### src/hdl/rv_isa_pkg.sv
package rv_isa_pkg;

  // Base instruction word, field order as in the R-type layout
  typedef struct packed {
    logic [6:0] funct7;
    logic [4:0] rs2;
    logic [4:0] rs1;
    logic [2:0] funct3;
    logic [4:0] rd;
    logic [6:0] opcode;
  } rv_instr_t;

  // Base opcodes
  localparam logic [6:0] op_load   = 7'b0000011;
  localparam logic [6:0] op_store  = 7'b0100011;
  localparam logic [6:0] op_op     = 7'b0110011;
  localparam logic [6:0] op_op_imm = 7'b0010011;
  localparam logic [6:0] op_lui    = 7'b0110111;
  localparam logic [6:0] op_branch = 7'b1100011;

  // Base funct3 values
  localparam logic [2:0] f3_add_sub = 3'b000;
  localparam logic [2:0] f3_sll     = 3'b001;
  localparam logic [2:0] f3_xor     = 3'b100;
  localparam logic [2:0] f3_srl_sra = 3'b101;
  localparam logic [2:0] f3_or      = 3'b110;
  localparam logic [2:0] f3_and     = 3'b111;
  localparam logic [2:0] f3_lw      = 3'b010;
  localparam logic [2:0] f3_sw      = 3'b010;
  localparam logic [2:0] f3_beq     = 3'b000;
  localparam logic [2:0] f3_bne     = 3'b001;

  // Base funct7 values, alt selects sub and sra
  localparam logic [6:0] f7_base = 7'b0000000;
  localparam logic [6:0] f7_alt  = 7'b0100000;

  // Compressed quadrants
  localparam logic [1:0] q0     = 2'b00;
  localparam logic [1:0] q1     = 2'b01;
  localparam logic [1:0] q2     = 2'b10;
  localparam logic [1:0] q_base = 2'b11;

  // Quadrant 0 groups
  localparam logic [2:0] c_f3_lw = 3'b010;
  localparam logic [2:0] c_f3_sw = 3'b110;

  // Quadrant 1 groups
  localparam logic [2:0] c_f3_addi     = 3'b000;
  localparam logic [2:0] c_f3_li       = 3'b010;
  localparam logic [2:0] c_f3_lui      = 3'b011;
  localparam logic [2:0] c_f3_misc_alu = 3'b100;
  localparam logic [2:0] c_f3_beqz     = 3'b110;
  localparam logic [2:0] c_f3_bnez     = 3'b111;

  // Quadrant 2 groups
  localparam logic [2:0] c_f3_slli   = 3'b000;
  localparam logic [2:0] c_f3_mv_add = 3'b100;

  // Sub-selects inside the misc ALU group, parcel bits 11:10
  localparam logic [1:0] c_alu_srli = 2'b00;
  localparam logic [1:0] c_alu_srai = 2'b01;
  localparam logic [1:0] c_alu_andi = 2'b10;
  localparam logic [1:0] c_alu_reg  = 2'b11;

  // Register-register ops, parcel bits 6:5
  localparam logic [1:0] c_reg_sub = 2'b00;
  localparam logic [1:0] c_reg_xor = 2'b01;
  localparam logic [1:0] c_reg_or  = 2'b10;
  localparam logic [1:0] c_reg_and = 2'b11;

endpackage

### src/hdl/fetch_pkg.sv
package fetch_pkg;

  // One fetch word per strobe
  localparam int fetch_width = 32;

  // Compressed parcel size
  localparam int parcel_width = 16;

  // Parcels per fetch word
  localparam int num_lanes = fetch_width / parcel_width;

  // Instructions emitted per fetch word at most
  localparam int num_slots = 2;

endpackage

### src/hdl/rvc_expander.sv
`timescale 1ns/100ps

module rvc_expander
  import rv_isa_pkg::*;
(
  input  logic [15:0] parcel,
  output logic        is_compressed,
  output rv_instr_t   expanded,
  output logic        illegal
);

  logic [1:0]  quadrant;
  logic [2:0]  c_funct3;
  logic [4:0]  rd_full;
  logic [4:0]  rs2_full;
  logic [4:0]  rd_short;
  logic [4:0]  rs2_short;
  logic [4:0]  shamt;
  logic        shamt_hi;
  logic [11:0] imm6_sext;
  logic [19:0] lui_imm;
  logic [11:0] mem_offset;
  logic [12:0] br_offset;

  function automatic rv_instr_t r_type(input logic [6:0] f7, input logic [4:0] rs2,
                                       input logic [4:0] rs1, input logic [2:0] f3,
                                       input logic [4:0] rd, input logic [6:0] op);
    r_type = {f7, rs2, rs1, f3, rd, op};
  endfunction

  function automatic rv_instr_t i_type(input logic [11:0] imm, input logic [4:0] rs1,
                                       input logic [2:0] f3, input logic [4:0] rd,
                                       input logic [6:0] op);
    i_type = {imm, rs1, f3, rd, op};
  endfunction

  function automatic rv_instr_t s_type(input logic [11:0] imm, input logic [4:0] rs2,
                                       input logic [4:0] rs1, input logic [2:0] f3,
                                       input logic [6:0] op);
    s_type = {imm[11:5], rs2, rs1, f3, imm[4:0], op};
  endfunction

  function automatic rv_instr_t b_type(input logic [12:0] imm, input logic [4:0] rs2,
                                       input logic [4:0] rs1, input logic [2:0] f3,
                                       input logic [6:0] op);
    b_type = {imm[12], imm[10:5], rs2, rs1, f3, imm[4:1], imm[11], op};
  endfunction

  function automatic rv_instr_t u_type(input logic [19:0] imm, input logic [4:0] rd,
                                       input logic [6:0] op);
    u_type = {imm, rd, op};
  endfunction

  assign quadrant = parcel[1:0];
  assign c_funct3 = parcel[15:13];
  assign rd_full  = parcel[11:7];
  assign rs2_full = parcel[6:2];

  // Short register fields select x8 to x15
  assign rd_short  = {2'b01, parcel[9:7]};
  assign rs2_short = {2'b01, parcel[4:2]};

  // Bit 5 of a shift amount must be zero on RV32
  assign shamt    = parcel[6:2];
  assign shamt_hi = parcel[12];

  assign imm6_sext  = {{6{parcel[12]}}, parcel[12], parcel[6:2]};
  assign lui_imm    = {{14{parcel[12]}}, parcel[12], parcel[6:2]};
  assign mem_offset = {5'b00000, parcel[5], parcel[12:10], parcel[6], 2'b00};
  assign br_offset  = {{5{parcel[12]}}, parcel[6:5], parcel[2], parcel[11:10],
                       parcel[4:3], 1'b0};

  assign is_compressed = (quadrant != q_base);

  always_comb begin
    expanded = '0;
    illegal  = 1'b0;
    case (quadrant)
      q0: begin
        case (c_funct3)
          c_f3_lw: expanded = i_type(mem_offset, rd_short, f3_lw, rs2_short, op_load);
          c_f3_sw: expanded = s_type(mem_offset, rs2_short, rd_short, f3_sw, op_store);
          default: illegal = 1'b1;
        endcase
      end
      q1: begin
        case (c_funct3)
          c_f3_addi: expanded = i_type(imm6_sext, rd_full, f3_add_sub, rd_full, op_op_imm);
          c_f3_li:   expanded = i_type(imm6_sext, 5'd0, f3_add_sub, rd_full, op_op_imm);
          c_f3_lui: begin
            // rd of x2 is the stack-pointer form, zero immediate is reserved
            if (rd_full == 5'd2 || imm6_sext == 12'd0) begin
              illegal = 1'b1;
            end else begin
              expanded = u_type(lui_imm, rd_full, op_lui);
            end
          end
          c_f3_misc_alu: begin
            case (parcel[11:10])
              c_alu_srli: begin
                if (shamt_hi) begin
                  illegal = 1'b1;
                end else begin
                  expanded = r_type(f7_base, shamt, rd_short, f3_srl_sra, rd_short, op_op_imm);
                end
              end
              c_alu_srai: begin
                if (shamt_hi) begin
                  illegal = 1'b1;
                end else begin
                  expanded = r_type(f7_alt, shamt, rd_short, f3_srl_sra, rd_short, op_op_imm);
                end
              end
              c_alu_andi: begin
                expanded = i_type(imm6_sext, rd_short, f3_and, rd_short, op_op_imm);
              end
              c_alu_reg: begin
                // Bit 12 set selects the RV64 word forms
                if (parcel[12]) begin
                  illegal = 1'b1;
                end else begin
                  case (parcel[6:5])
                    c_reg_sub: expanded = r_type(f7_alt, rs2_short, rd_short, f3_add_sub,
                                                 rd_short, op_op);
                    c_reg_xor: expanded = r_type(f7_base, rs2_short, rd_short, f3_xor,
                                                 rd_short, op_op);
                    c_reg_or:  expanded = r_type(f7_base, rs2_short, rd_short, f3_or,
                                                 rd_short, op_op);
                    c_reg_and: expanded = r_type(f7_base, rs2_short, rd_short, f3_and,
                                                 rd_short, op_op);
                    default:   illegal = 1'b1;
                  endcase
                end
              end
              default: illegal = 1'b1;
            endcase
          end
          c_f3_beqz: expanded = b_type(br_offset, 5'd0, rd_short, f3_beq, op_branch);
          c_f3_bnez: expanded = b_type(br_offset, 5'd0, rd_short, f3_bne, op_branch);
          default:   illegal = 1'b1;
        endcase
      end
      q2: begin
        case (c_funct3)
          c_f3_slli: begin
            if (shamt_hi) begin
              illegal = 1'b1;
            end else begin
              expanded = r_type(f7_base, shamt, rd_full, f3_sll, rd_full, op_op_imm);
            end
          end
          c_f3_mv_add: begin
            // rs2 of x0 encodes jumps and ebreak
            if (rs2_full == 5'd0) begin
              illegal = 1'b1;
            end else if (parcel[12]) begin
              expanded = r_type(f7_base, rs2_full, rd_full, f3_add_sub, rd_full, op_op);
            end else begin
              expanded = r_type(f7_base, rs2_full, 5'd0, f3_add_sub, rd_full, op_op);
            end
          end
          default: illegal = 1'b1;
        endcase
      end
      default: begin
        // Full-width parcel, nothing to expand
        illegal = 1'b0;
      end
    endcase
  end

endmodule

### src/hdl/parcel_packer.sv
`timescale 1ns/100ps

module parcel_packer
  import rv_isa_pkg::*;
  import fetch_pkg::*;
(
  input  logic                   clk,
  input  logic                   reset,
  input  logic                   fetch_valid,
  input  logic [fetch_width-1:0] fetch_word,
  input  logic                   redirect,
  input  logic                   lane0_compressed,
  input  rv_instr_t              lane0_expanded,
  input  logic                   lane0_illegal,
  input  logic                   lane1_compressed,
  input  rv_instr_t              lane1_expanded,
  input  logic                   lane1_illegal,
  output logic                   slot0_valid,
  output rv_instr_t              slot0_instr,
  output logic                   slot0_illegal,
  output logic                   slot1_valid,
  output rv_instr_t              slot1_instr,
  output logic                   slot1_illegal
);

  logic [num_lanes-1:0]    lane_compressed;
  logic [num_lanes-1:0]    lane_illegal;
  rv_instr_t               lane_expanded [num_lanes];

  logic                    held_q;
  logic                    held_d;
  logic                    held_live;
  logic [parcel_width-1:0] held_parcel_q;
  logic [parcel_width-1:0] held_parcel_d;
  logic                    lane1_free;

  logic [num_slots-1:0]    slot_valid_d;
  logic [num_slots-1:0]    slot_valid_q;
  logic [num_slots-1:0]    slot_illegal_d;
  logic [num_slots-1:0]    slot_illegal_q;
  rv_instr_t               slot_instr_d [num_slots];
  rv_instr_t               slot_instr_q [num_slots];

  assign lane_compressed  = {lane1_compressed, lane0_compressed};
  assign lane_illegal     = {lane1_illegal, lane0_illegal};
  assign lane_expanded[0] = lane0_expanded;
  assign lane_expanded[1] = lane1_expanded;

  // A redirect in the same cycle lands ahead of the fetch
  assign held_live = held_q & ~redirect;

  always_comb begin
    slot_valid_d    = '0;
    slot_illegal_d  = '0;
    slot_instr_d[0] = '0;
    slot_instr_d[1] = '0;
    held_d          = held_live;
    held_parcel_d   = held_parcel_q;
    lane1_free      = 1'b0;
    if (fetch_valid) begin
      slot_valid_d[0] = 1'b1;
      held_d          = 1'b0;
      lane1_free      = 1'b1;
      if (held_live) begin
        // Held parcel is the low half, lane 0 completes it
        slot_instr_d[0] = rv_instr_t'({fetch_word[parcel_width-1:0], held_parcel_q});
      end else if (lane_compressed[0]) begin
        slot_instr_d[0]   = lane_expanded[0];
        slot_illegal_d[0] = lane_illegal[0];
      end else begin
        slot_instr_d[0] = rv_instr_t'(fetch_word);
        lane1_free      = 1'b0;
      end
      if (lane1_free) begin
        if (lane_compressed[1]) begin
          slot_valid_d[1]   = 1'b1;
          slot_instr_d[1]   = lane_expanded[1];
          slot_illegal_d[1] = lane_illegal[1];
        end else begin
          held_d        = 1'b1;
          held_parcel_d = fetch_word[fetch_width-1:parcel_width];
        end
      end
    end
  end

  always_ff @(posedge clk) begin
    if (reset) begin
      slot_valid_q   <= '0;
      slot_illegal_q <= '0;
      held_q         <= 1'b0;
    end else begin
      slot_valid_q   <= slot_valid_d;
      slot_illegal_q <= slot_illegal_d;
      held_q         <= held_d;
    end
  end

  always_ff @(posedge clk) begin
    slot_instr_q  <= slot_instr_d;
    held_parcel_q <= held_parcel_d;
  end

  assign slot0_valid   = slot_valid_q[0];
  assign slot0_instr   = slot_instr_q[0];
  assign slot0_illegal = slot_illegal_q[0];
  assign slot1_valid   = slot_valid_q[1];
  assign slot1_instr   = slot_instr_q[1];
  assign slot1_illegal = slot_illegal_q[1];

endmodule

### src/hdl/fetch_realign_top.sv
`timescale 1ns/100ps

module fetch_realign_top
  import rv_isa_pkg::*;
  import fetch_pkg::*;
(
  input  logic                   clk,
  input  logic                   reset,
  input  logic                   fetch_valid,
  input  logic [fetch_width-1:0] fetch_word,
  input  logic                   redirect,
  output logic                   slot0_valid,
  output rv_instr_t              slot0_instr,
  output logic                   slot0_illegal,
  output logic                   slot1_valid,
  output rv_instr_t              slot1_instr,
  output logic                   slot1_illegal
);

  logic      lane0_compressed;
  rv_instr_t lane0_expanded;
  logic      lane0_illegal;
  logic      lane1_compressed;
  rv_instr_t lane1_expanded;
  logic      lane1_illegal;

  // Lane 0 is the lower parcel of the fetch word
  rvc_expander u_lane0_expander (
    .parcel        (fetch_word[parcel_width-1:0]),
    .is_compressed (lane0_compressed),
    .expanded      (lane0_expanded),
    .illegal       (lane0_illegal)
  );

  rvc_expander u_lane1_expander (
    .parcel        (fetch_word[fetch_width-1:parcel_width]),
    .is_compressed (lane1_compressed),
    .expanded      (lane1_expanded),
    .illegal       (lane1_illegal)
  );

  parcel_packer u_packer (
    .clk              (clk),
    .reset            (reset),
    .fetch_valid      (fetch_valid),
    .fetch_word       (fetch_word),
    .redirect         (redirect),
    .lane0_compressed (lane0_compressed),
    .lane0_expanded   (lane0_expanded),
    .lane0_illegal    (lane0_illegal),
    .lane1_compressed (lane1_compressed),
    .lane1_expanded   (lane1_expanded),
    .lane1_illegal    (lane1_illegal),
    .slot0_valid      (slot0_valid),
    .slot0_instr      (slot0_instr),
    .slot0_illegal    (slot0_illegal),
    .slot1_valid      (slot1_valid),
    .slot1_instr      (slot1_instr),
    .slot1_illegal    (slot1_illegal)
  );

endmodule

### config.mk
export PLATFORM = sky130hd
export DESIGN_NAME = fetch_realign_top
export DESIGN_NICKNAME = d
export VERILOG_FILES = /design/src/hdl/rv_isa_pkg.sv /design/src/hdl/fetch_pkg.sv /design/src/hdl/rvc_expander.sv /design/src/hdl/parcel_packer.sv /design/src/hdl/fetch_realign_top.sv
export SDC_FILE = /design/constraint.sdc
export NUM_CORES = 1
export LEC_CHECK = 0
export ABC_AREA = 1
export BUFFER_PORTS_ARGS = -buffer_cell sky130_fd_sc_hd__buf_2
export CORE_MARGIN = 2
export CORE_UTILIZATION = 49
export DETAILED_ROUTE_END_ITERATION = 16
export PLACE_DENSITY = 0.74
export SLEW_MARGIN = 10
export SYNTH_ARGS = -nofsm -noshare
export SYNTH_HDL_FRONTEND = slang
export SYNTH_SLANG_ARGS = --single-unit
### constraint.sdc
create_clock -name clk -period 1.92 [get_ports clk]
set_input_delay 0.384 -clock clk [delete_from_list [all_inputs] [get_ports clk]]
set_output_delay 0.384 -clock clk [all_outputs]
set_load 0.02 [all_outputs]
; Yosys cells after proc, flatten, opt, wreduce, memory -nomap -nowiden
; Index checks and enable logic that the tools add are counted.
[word_totals]
wordCells = 131
regBits = 85
input_bits = 36
out_inout_bits = 68
[op_classes]
n_eq_ne = 30
muxes = 52
bitwise_logic = 6
reduce_logical = 25
[ops]
columns = operator, count
row1 = $pmux 32 s4, 4
row2 = $pmux 32 s6, 2
row3 = $mux 32, 6
row4 = $pmux 32 s3, 2
row5 = $mux 25, 6
row6 = $pmux 32 s2, 2
row7 = $pmux 27 s2, 2
row8 = $mux 31, 2
row9 = $mux 20, 2
row10 = $logic_not 12->1, 2
row11 = $eq 2x2->1 const B, 10
row12 = $eq 3x3->1 const B, 6
row13 = $mux 1, 18
row14 = $reduce_or 4->1, 4
row15 = $eq 2x1->1 const B, 6
row16 = $eq 3x2->1 const B, 4
row17 = $logic_not 2->1, 6
row18 = $pmux 1 s3, 4
row19 = $eq 5x2->1 const B, 2
row20 = $logic_not 5->1, 2
row21 = $reduce_or 3->1, 3
row22 = $logic_not 3->1, 2
row23 = $reduce_and 3->1, 2
row24 = $not 1->1, 5
row25 = 5 further kinds, 9

; Depth between registers and ports, before layout
; Gate-level depths: netlist of the first run.
[depth]
word_depth = 8
mapped_depth = 12
ltp_nobuf = 12

; Hierarchy
; Synthesis of the first run repeated with hierarchy kept, for this count alone.
[hier_totals]
hier_cells = 822
area_unflattened_um2 = 5307.6
[modules_own_cells]
columns = module, area_per_inst_um2, seq_area_each_um2, cells_each, n_inst
row1 = parcel_packer, 3090.5, 1861.8, 379, 1
row2 = rvc_expander (u_lane0_expander), 1126.1, 0.0, 236, 1
row3 = rvc_expander (u_lane1_expander), 1091.0, 0.0, 207, 1

; Least setup slack after synthesis of the first run
; OpenSTA, ideal clock, no wires.
[synth_path]
kind = input to register
start = in redirect
end = reg u_packer.held_parcel_q[0] (enable)
path_buffers = 0
stages = 5
arrival_ns = 1.562
setup_time_ns = 0.390
setup_slack_ns = -0.032
required_ns = 1.530
path_cell_list = nor2_4 > nor2_4 > nor2_2 > inv_1 > nor2_1
[synth_between]
elab_chain_cells = 5
[synth_lines]
columns = item, line
row1 = "start, declared", fetch_realign_top.sv:11  ; input logic redirect,
row2 = $not 1->1, parcel_packer.sv:50  ; assign held_live = held_q & ~redirect;
row3 = $and 1x1->1, parcel_packer.sv:50
row4 = $mux 1, parcel_packer.sv:64  ; if (held_live) begin
row5 = $mux 1, parcel_packer.sv:60  ; if (fetch_valid) begin
row6 = $reduce_and 3->1 (no line), --
row7 = "end signal, assigned", parcel_packer.sv:101  ; held_parcel_q <= held_parcel_d;
row8 = "end, declared", parcel_packer.sv:33  ; logic [parcel_width-1:0] held_parcel_q;
; Every way passes these cells. The select of a mux whose other input is x is not followed.
; A chain may end at the register's enable or synchronous reset.

; Worst setup path after layout of the first run
[layout_path]
start = in fetch_word[27]
end = reg u_packer.slot_instr_q (netlist bit u_packer.slot1_instr[1])
[layout_between]
elab_chain_cells = 5
elab_cells_between_ends = 10
cone_classes = eq/ne: 4 / mux: 4 / reduce/logical: 2
[layout_lines]
columns = item, line
row1 = "start, declared", fetch_realign_top.sv:10  ; input logic [fetch_width-1:0] fetch_word,
row2 = $eq 5x2->1, rvc_expander.sv:92  ; if (rd_full == 5'd2 || imm6_sext == 12'd0) begin
row3 = $logic_or 1x1->1, rvc_expander.sv:92
row4 = $mux 32, rvc_expander.sv:92
row5 = $pmux 32 s6 (*), rvc_expander.sv:87  ; case (c_funct3)
row6 = $pmux 32 s3 (*), rvc_expander.sv:78  ; case (quadrant)
row7 = "end signal, assigned", parcel_packer.sv:100  ; slot_instr_q <= slot_instr_d;
row8 = "end, declared", parcel_packer.sv:42  ; rv_instr_t slot_instr_q [num_slots];
; Mark *: on every way between the ends. The rest lies on a longest branch, timed or not.

==> results.md, run 1 <==
* Synth cell types at 41
* Leakage at 2.909 nW
* Syn Nets at between 600 and 700
* CP arrival at ~1900 ps
* WP data required at around 2200 ps
* Number of max-cap violations at 0
* Final hold violations at 0
* Die extent in y at between 90 and 100 um
* Core area at 8806 sq um
* Reg-to-reg setup timing slack at approximately 440 ps
* RSZ-0062 raised after global routing: no
* Vias in the first global route at 5062
* Final core occ at 64.38%
* Initial antenna violation count at 0
* Clock skew at around 11 ps
* Placement Setup Slack at -63.03 ps
* Worst path bufs/invs at 3
* GRT Util Overall at a little under two fifths
* Die area at around 9900 sq um
* Crit path kind: in -> reg
* WL final at about 18000 um
* Rows at 34
* CTS Hold Bufs at 0
* # setup viols final at 0
* Worst Tran Pin Value at around 540 ps
* Worst-Skew Late Latency at ~360 ps
* Post-CTS Resized at 0
* Crit-path most repeated cell: nand2_1
* CTS H-tree depth at 3
* Wire per inst at 19.95 um
* Total gr overflow at 0
* Register area share after synthesis at approximately two fifths
* Number of nets in the layout at around 830
* Die W at ~100 um
* Drt via density at 5.789
* Count of input and output buffers at just over 100
* WL met3 at 1734 um
* Area growth syn-to-layout at 26.42%
* Yosys warnings at 0
* Max Slew Vio Count at 0
* CP peak stage delay at 270 ps
* Clock sink count at approximately 80
* Cell Area, Synth at ~4500 sq um
* Slew headroom at a little under two thirds
* CTS tree: built
* Mapped Avg Cell Area at 6.942 sq um
* Hold_ws at 230.0 ps
* Worst hold path type: in -> reg
* Top-level port count at between 100 and 150
* CP Launch Type: primary input
* Post-synth top flop: dfxtp_1
* Async SR Flop Fraction at 0%
* Routability cong. at a little over 1
* Post-synthesis cell count at between 600 and 700
* Slowest-stage cell, CP: a21oi_1
* Wl on met1 at 6571 um
* Synth top area share at about 29%
* EDFF count, synth at 16
* Status: completed
* Final Cycle Share at 85.30%
* Fmax at 0.6106 GHz
* Highest metal used: met4
* Largest net degree at the start of global routing at 29
* CTS Buf Count at 9
* DR pass1 iterations at 10
* Starting density of the core at around half
* Drc violations at 0
* First-pass GRT wire length at ~28000 um
* Tmin final at 1638 ps
* DR iter-0 viols at around 710
* Met2 wire length at 8846 um
* Ant diodes at 0
* Pwr/cell area at just under 700 nW/um^2
* VDD IR max at a little under 0.5 mV
* Final worst setup slack at roughly 280 ps
* Via count at ~5300
* Postcts setup bufs at 0
* Power Total at roughly 3.9 mW
* ANT nets after route at 0
* Worst path cell trace: buf_2, inv_1, nor2_1, nor2_1, a21oi_1, a21oi_1, nand2_1, nand2_1, nand2_1, o21ai_1, inv_1
* Layout cells sized above 1 at 29.93%
* Cell taking the most area after synthesis: dfxtp_1
* Worst-path clk slew at about 100 ps
* Delay-heaviest family, CP: simple AND/OR/NAND/NOR gates
* Root buffer cell: clkbuf_8
* Max FO, Critical Path at 6
* Detailed placement HPWL at roughly 14000 um
* Clock buffer depth at 2
* Top cells by area, synth: dfxtp_1, nand2_1, edfxtp_1
* Yosys reg bits at 81
* Setup crit end kind: flop
[where the power goes]
| part | internal [mW] | switching [mW] |
|---|---|---|
| clock | 0.522 | 0.723 |
| sequential | 1.79 | 0.0185 |
| combinational | 0.266 | 0.557 |
| total | 2.58 | 1.30 |
[area by class of cell]
| cell class | instances | area (sq um) |
|---|---|---|
| well taps | 108 | 135.1 |
| inverters | 87 | 327.8 |
| flip-flops and latches | 81 | 1782 |
| repair buffers | 165 | 1008 |
| fillers | 819 | 3137 |
| clock buffers | 10 | 137.6 |
| clock inverters | 6 | 48.80 |
| multi-input cells | 453 | 2230 |
[layout by cell type, fill, tap and decap left out, drive strengths merged, types with 2 or more instances in the layout]
cell type  netlist  layout
buf             18     165
nand2          164     164
inv             84      87
nor2            84      84
dfxtp           65      65
o21ai           56      56
a21oi           55      55
nand3           34      34
edfxtp          16      16
o22ai           12      12
nor3            12      12
a31oi           10      10
clkbuf           7      10
nand4            9       9
o211ai           5       5
clkinv           3       4
a22oi            2       2
o221ai           2       2
clkinvlp         0       2
[registers in the layout, indices dropped and copies added, names as in the netlist]
name / flops
u_packer.slot1_instr: 28
u_packer.slot_illegal_q: 2
u_packer.held_parcel_q: 16
u_packer.slot0_instr: 32
u_packer.held_q: 1
u_packer.slot_valid_q: 2
[worst reg2reg max path: cells and delay by family (launching register included)]
kind                   cells  cell delay [ps]
AO/OA/AOI/OAI              2              410
buffers and inverters      3              360
flip-flops                 1              310
AND/OR/NAND/NOR            2              290
[path summary, 6_finish.rpt]
path	from	endpoint	cells after the start
worst max-delay path	fetch_word[27]	u_packer.slot1_instr[1]$_SDFF_PN0_	11
worst min-delay path	reset	u_packer.held_q$_SDFF_PP0_	2
worst max register to register	u_packer.held_q$_SDFF_PP0_	u_packer.slot0_instr[18]$_SDFF_PN0_	7
worst min register to register	u_packer.held_parcel_q[0]$_DFFE_PP_	u_packer.slot0_instr[0]$_SDFF_PN0_	2
[Yosys cell counts (6+ instances only)]
master	number
buf_2	9
o22ai_1	12
nor3_1	9
nor2_1	66
inv_2	14
clkbuf_1	6
nand2_1	151
nor2_2	10
nand3_1	31
nand4_1	9
dfxtp_1	65
nor2_4	7
a21oi_1	53
inv_1	70
buf_4	7
o21ai_1	8
nand2_2	11
a31oi_1	10
edfxtp_1	16
o21ai_0	44
[kinds of logic after synthesis]
| group | share of synthesized area (%) |
|---|---|
| buffers and inverters | 10.60 |
| other | 0.08363 |
| flip-flops | 39.73 |
| AND/OR/NAND/NOR | 31.03 |
| AO/OA/AOI/OAI | 18.55 |
[through the flow]
stage | area, sq um | std cells | TNS, ps
after floorplan | 4487 | 646 | 0
after global placement | 5483 | 894 | -101.5
after detailed placement | 5483 | 894 | -96.81
after CTS | 5669 | 910 | 0
after global routing | 5669 | 910 | 0
final | 5669 | 910 | 0
[metal layers]
| metal | up-vias | GRT usage, % |
|---|---|---|
| met5 | - | 0 |
| met4 | 0 | 18.76 |
| met3 | 85 | 5.903 |
| met2 | 396 | 64.50 |
| met1 | 2373 | 43.68 |
| li1 | 2414 | - |
Note: power is estimated with default switching activity, not from simulation.
==> run 2: changes to the inputs <==
- RECOVER_POWER: unset -> 100
==> results.md, run 2 (same netlist as run 1, synthesis figures left out) <==
* Number of nets in the layout at 833 (unchanged)
* Drt via density at 5.777 (was 5.789)
* Non-Filler Instances at 910 (unchanged)
* Delay-heaviest family, CP: compound AO/OA/AOI/OAI gates (was simple AND/OR/NAND/NOR gates)
* Final hold violations at 0 (unchanged)
* Worst-Skew Late Latency at 360 ps (about the same)
* Final Cycle Share at 88.42% (was 85.30%)
* WP data required at 2140 ps (was 2180 ps)
* Leading cell type in the layout, fill and taps excluded: nand2_1 (unchanged)
* Crit path kind: reg -> reg (was in -> reg)
* Worst path bufs/invs at 2 (was 3)
* Die extent in y at 99.67 um (unchanged)
* ANT nets after route at 0 (unchanged)
* Total gr overflow at 0 (unchanged)
* Worst Tran Pin Value at 699.9 ps (was 539.4 ps)
* Routability cong. at 1.016 (unchanged)
* Detailed placement HPWL at 14170 um (unchanged)
* Top-level port count at 104 (unchanged)
* CP peak stage delay at 440 ps (was 270 ps)
* GRT Util Overall at 36.89% (unchanged)
* Power Total at 3.858 mW (was 3.881 mW)
* DR iter-0 viols at 613 (was 711)
* Most frequent cells in the layout: nand2_1, clkbuf_1, inv_1 (was nand2_1, buf_2, inv_1)
* Area growth syn-to-layout at 22.32% (was 26.42%)
* Layout cells sized above 1 at 17.33% (was 29.93%)
* WL final at 18200 um (was 18150 um)
* Max FO, Critical Path at 18 (was 6)
* DR pass1 iterations at 8 (was 10)
* Setup crit end kind: flop (unchanged)
* Ant diodes at 0 (unchanged)
* Clock skew at 8.542 ps (was 10.96 ps)
* Hold_ws at 225.9 ps (was 230.0 ps)
* Pwr/cell area at 703.3 nW/um^2 (was 684.6 nW/um^2)
* Core area at 8806 sq um (unchanged)
* CTS H-tree depth at 3 (unchanged)
* Leakage at 2.547 nW (was 2.909 nW)
* Design area at 5485 sq um (was 5669 sq um)
* Tmin final at 1698 ps (was 1638 ps)
* CTS Buf Count at 9 (unchanged)
* Slew headroom at 53.34% (was 64.00%)
* Count of input and output buffers at 102 (unchanged)
* Max reg flops at 32 (unchanged)
* VDD IR max at 0.4904 mV (was 0.4966 mV)
* Worst hold path type: in -> reg (unchanged)
* Initial antenna violation count at 0 (unchanged)
* Drc violations at 0 (unchanged)
* Wire per inst at 20.00 um (was 19.95 um)
* # fillers at 891 (was 819)
* Largest net degree at the start of global routing at 29 (unchanged)
* Status: completed (unchanged)
* Worst-path clk slew at 100 ps (about the same)
* Die W at 99.67 um (unchanged)
* RSZ-0062 raised after global routing: no (unchanged)
* Cell Area, Placed at 5483 sq um (unchanged)
* Slowest-stage cell, CP: inv_1 (was a21oi_1)
* Starting density of the core at 50.92% (unchanged)
* CTS Hold Bufs at 0 (unchanged)
* Via count at 5257 (was 5268)
* Post-CTS Resized at 0 (unchanged)
* First-pass GRT wire length at 27660 um (unchanged)
* Postcts setup bufs at 0 (unchanged)
* Number of max-cap violations at 0 (unchanged)
* Max Slew Vio Count at 0 (unchanged)
* Placed cells at 894 (unchanged)
* Root buffer cell: clkbuf_8 (unchanged)
* Clock buffer depth at 2 (unchanged)
* CP arrival at 1920 ps (was 1890 ps)
* Fmax at 0.5890 GHz (was 0.6106 GHz)
* # setup viols final at 0 (unchanged)
* Rows at 34 (unchanged)
* CTS tree: built (unchanged)
* Fin Setup TNS at 0 ps (unchanged)
* Clock sink count at 81 (unchanged)
* CP Launch Type: flop (was primary input)
* Die area at 9933 sq um (unchanged)
* Vias in the first global route at 5062 (unchanged)
* Worst path cell trace: inv_1, nor2_4, nor2_4, inv_1, o22ai_1, a31oi_1, a21oi_1 (was buf_2, inv_1, nor2_1, nor2_1, a21oi_1, a21oi_1, nand2_1, nand2_1, nand2_1, o21ai_1, inv_1)
-- run 2: report_power, final --
part / switching [mW] / internal, mW
sequential: 0.0204 / 1.79
clock: 0.735 / 0.523
combinational: 0.552 / 0.234
total: 1.31 / 2.55
-- run 2: through the flow --
step                util [%]  setup slack, ps
finish                 62.29            222.3
global placement       62.26           -41.24
detailed placement     62.26           -63.03
global route           62.29            108.9
CTS                    64.38            312.7
floorplan                  -            238.4
-- run 2: final cells by class --
| type | instances | area, sq um | share of cell area [%] |
|---|---|---|---|
| inverters | 87 | 327.8 | 5.976 |
| well taps | 108 | 135.1 | 2.464 |
| clock buffers | 10 | 137.6 | 2.509 |
| repair buffers | 165 | 857.1 | 15.63 |
| multi-input cells | 453 | 2197 | 40.05 |
| clock inverters | 6 | 48.80 | 0.8896 |
| flip-flops and latches | 81 | 1782 | 32.48 |
-- run 2: final timing paths --
path | startpoint | to | slack [ps] | cells past startpoint
worst min register to register | u_packer.held_parcel_q[0]$_DFFE_PP_ | u_packer.slot0_instr[0]$_SDFF_PN0_ | 510 | 2
worst max-delay path | u_packer.held_q$_SDFF_PP0_ | u_packer.slot0_instr[30]$_SDFF_PN0_ | 220 | 7
worst min-delay path | reset | u_packer.held_q$_SDFF_PP0_ | 230 | 2
worst max register to register | u_packer.held_q$_SDFF_PP0_ | u_packer.slot0_instr[30]$_SDFF_PN0_ | 220 | 7
-- run 2: worst register-to-register path, stage by stage (launching register included) --
cell	delay (ps)
dfxtp_1	320
inv_1	50
nor2_4	140
nor2_4	90
inv_1	440
o22ai_1	180
a31oi_1	240
a21oi_1	90
-- run 2: layer usage --
metal	global-route usage [%]	wire, um	part of all wire, %	vias to the layer above
met4	18.76	1084	6.0	0
met2	64.50	8743	48	378
met5	0	0	0	-
li1	-	-	-	2414
met3	5.903	1703	9.4	100
met1	43.68	6673	37	2365
==> run 3: changes to the inputs <==
- ABC_AREA: 1 -> unset
- PLACE_DENSITY: 0.74 -> 0.73
==> results.md, run 3 <==
* Number of nets in the layout at 769 (was 833)
* Number of max-cap violations at 0 (unchanged)
* VDD IR max at 0.4523 mV (was 0.4904 mV)
* Drc violations at 0 (unchanged)
* Sequential Area at 1782 sq um (unchanged)
* # fillers at 885 (was 891)
* Tmin final at 1852 ps (was 1698 ps)
* Layout cells sized above 1 at 21.82% (was 17.33%)
* GRT Util Overall at 36.90% (was 36.89%)
* Worst hold path type: in -> reg (unchanged)
* Final Cycle Share at 96.45% (was 88.42%)
* Post-synthesis cell count at 555 (was 646)
* Total gr overflow at 0 (unchanged)
* Max reg flops at 32 (unchanged)
* Post-CTS Resized at 0 (unchanged)
* Worst-path clk slew at 90 ps (was 100 ps)
* Global Route met2 Usage at 55.69% (was 64.50%)
* Sequential power share at 45.8% (was 47.0%)
* Fmax at 0.5400 GHz (was 0.5890 GHz)
* Mapped Avg Cell Area at 8.242 sq um (was 6.942 sq um)
* CP peak stage delay at 540 ps (was 440 ps)
* WP data required at 2230 ps (was 2140 ps)
* Ant diodes at 0 (unchanged)
* Yosys warnings at 0 (unchanged)
* Worst path bufs/invs at 1 (was 2)
* Synth top area share at 28.45% (was 29.02%)
* Vias in the first global route at 5135 (was 5062)
* CTS Buf Count at 9 (unchanged)
* WL final at 18480 um (was 18200 um)
* Pwr/cell area at 669.7 nW/um^2 (was 703.3 nW/um^2)
* Leakage at 2.304 nW (was 2.547 nW)
* Yosys reg bits at 81 (unchanged)
* Worst Tran Pin Value at 841.2 ps (was 699.9 ps)
* Cell Area, Synth at 4574 sq um (was 4484 sq um)
* Slowest-stage cell, CP: or4_1 (was inv_1)
* DR pass1 iterations at 6 (was 8)
* Slew headroom at 43.92% (was 53.34%)
* Most used routing layer: met2 (unchanged)
* Clock sink count at 81 (unchanged)
* Status: completed (unchanged)
* DR iter-0 viols at 554 (was 613)
* Root buffer cell: clkbuf_8 (unchanged)
* Logic pwr share at 23.0% (was 20.4%)
* Cell taking the most area after synthesis: dfxtp_1 (unchanged)
* Wire per inst at 21.76 um (was 20.00 um)
* CP Launch Type: primary input (was flop)
* Max Slew Vio Count at 0 (unchanged)
* Clock buffer depth at 2 (unchanged)
* Pint at 2.630 mW (was 2.551 mW)
* Met1 Use GR at 51.00% (was 43.68%)
* # setup viols final at 0 (unchanged)
* Placed cells at 833 (was 894)
* RSZ-0062 raised after global routing: no (unchanged)
* Die W at 100.6 um (was 99.67 um)
* Post-synth top flop: dfxtp_1 (unchanged)
* Routability cong. at 1.010 (was 1.016)
* Rows at 35 (was 34)
* Worst-Skew Late Latency at 370 ps (was 360 ps)
* Die extent in y at 100.6 um (was 99.67 um)
* Largest net degree at the start of global routing at 25 (was 29)
* Switching power at 1.338 mW (was 1.307 mW)
* Final worst setup slack at 68.14 ps (was 222.3 ps)
* Most frequent cells in the layout: buf_4, clkbuf_1, dfxtp_1 (was nand2_1, clkbuf_1, inv_1)
* Initial antenna violation count at 0 (unchanged)
* Count of input and output buffers at 102 (unchanged)
* Core area at 9153 sq um (was 8806 sq um)
* Top cells by area, synth: dfxtp_1, edfxtp_1, a21oi_1 (was dfxtp_1, nand2_1, edfxtp_1)
* Count leader, synth: dfxtp_1 (was nand2_1)
* Max FO, Critical Path at 3 (was 18)
* CTS tree: built (unchanged)
* Delay-heaviest family, CP: simple AND/OR/NAND/NOR gates (was compound AO/OA/AOI/OAI gates)
* Final hold violations at 0 (unchanged)
* Non-Filler Instances at 849 (was 910)
* Via count at 5440 (was 5257)
* Area growth syn-to-layout at 29.54% (was 22.32%)
* Net Sw Frac at 33.72% (was 33.88%)
* M3 GR Usage at 7.628% (was 5.903%)
* ANT nets after route at 0 (unchanged)
* Setup crit end kind: flop (unchanged)
* CP arrival at 2160 ps (was 1920 ps)
* Top-level port count at 104 (unchanged)
* EDFF count, synth at 16 (unchanged)
* Async SR Flop Fraction at 0% (unchanged)
* Die area at 10120 sq um (was 9933 sq um)
* Register area share after synthesis at 38.95% (was 39.73%)
* Drt via density at 6.408 (was 5.777)
* Synth cell types at 73 (was 41)
* CTS Hold Bufs at 0 (unchanged)
* Syn Nets at 591 (was 682)
* First-pass GRT wire length at 28620 um (was 27660 um)
* Clock skew at 11.38 ps (was 8.542 ps)
* Crit path kind: in -> reg (was reg -> reg)
* Starting density of the core at 49.98% (was 50.92%)
* Postcts setup bufs at 0 (unchanged)
* CTS H-tree depth at 3 (unchanged)
* Worst path cell trace: buf_2, or4_1, or3_1, a2111oi_2, o21a_1 (was inv_1, nor2_4, nor2_4, inv_1, o22ai_1, a31oi_1, a21oi_1)
* Leading cell type in the layout, fill and taps excluded: buf_4 (was nand2_1)
* Placement Setup Slack at -215.5 ps (was -63.03 ps)
* Synth cell count leaders: dfxtp_1, a21oi_1, nand2_1, clkbuf_1, nor2_1 (was nand2_1, inv_1, nor2_1, dfxtp_1, a21oi_1)
* Clk pwr share at 31.2% (was 32.6%)
* Detailed placement HPWL at 14160 um (was 14170 um)
* Area of the multi-input gates at 2481 sq um (was 2197 sq um)
-- run 3: cell type report --
| cell class | instances | area share (%) |
|---|---|---|
| multi-input cells | 408 | 41.87 |
| well taps | 111 | 2.344 |
| repair buffers | 223 | 21.98 |
| inverters | 10 | 0.6334 |
| clock inverters | 7 | 1.014 |
| flip-flops and latches | 81 | 30.07 |
| clock buffers | 9 | 2.090 |
-- run 3: through the flow --
| step | cell area [sq um] | total power, mW | utilization (%) | hold WS [ps] | setup TNS, ps |
|---|---|---|---|---|---|
| 2_1_floorplan | 4577 | 2.333 | - | 456.4 | 0 |
| 3_3_place_gp | 5942 | 2.778 | 64.92 | 477.9 | -2579 |
| 4_1_cts | 6126 | 3.989 | 66.93 | 200.8 | 0 |
| 5_1_grt | 5926 | 4.097 | 64.74 | 210.3 | 0 |
| 6_report | 5926 | 3.968 | 64.74 | 212.0 | 0 |
| 3_5_place_dp | 5942 | 2.778 | 64.92 | 488.6 | -2754 |
-- run 3: kinds of logic after synthesis --
group           share of synthesized area, %
compound gates                         30.88
simple gates                           22.76
flops                                  38.95
buf+inv                                6.400
mux                                   0.9300
other cells                          0.08198
-- run 3: final timing paths --
kind,from,endpoint,slack [ps],depth (start not counted)
min,reset,u_packer.held_q$_SDFF_PP0_,210,2
min reg2reg,u_packer.held_parcel_q[1]$_DFFE_PP_,u_packer.slot0_instr[1]$_SDFF_PN0_,500,1
max reg2reg,u_packer.held_q$_SDFF_PP0_,u_packer.slot0_instr[15]$_SDFF_PN0_,120,6
max,fetch_word[18],u_packer.slot_illegal_q[1]$_SDFF_PP0_,70,5
-- run 3: per-layer routing --
metal	part of all wire [%]	routed length, um
met2	45	8236
met3	10	1928
met5	0	0
met1	41	7581
met4	3.9	729
-- run 3: power by group through the flow --
stage	logic [mW]	registers [mW]	clock network [mW]
floorplan	0.408	1.92	0
global placement	0.924	1.85	0
detailed placement	0.923	1.85	0
CTS	0.927	1.82	1.25
global route	0.967	1.82	1.31
finish	0.912	1.82	1.24
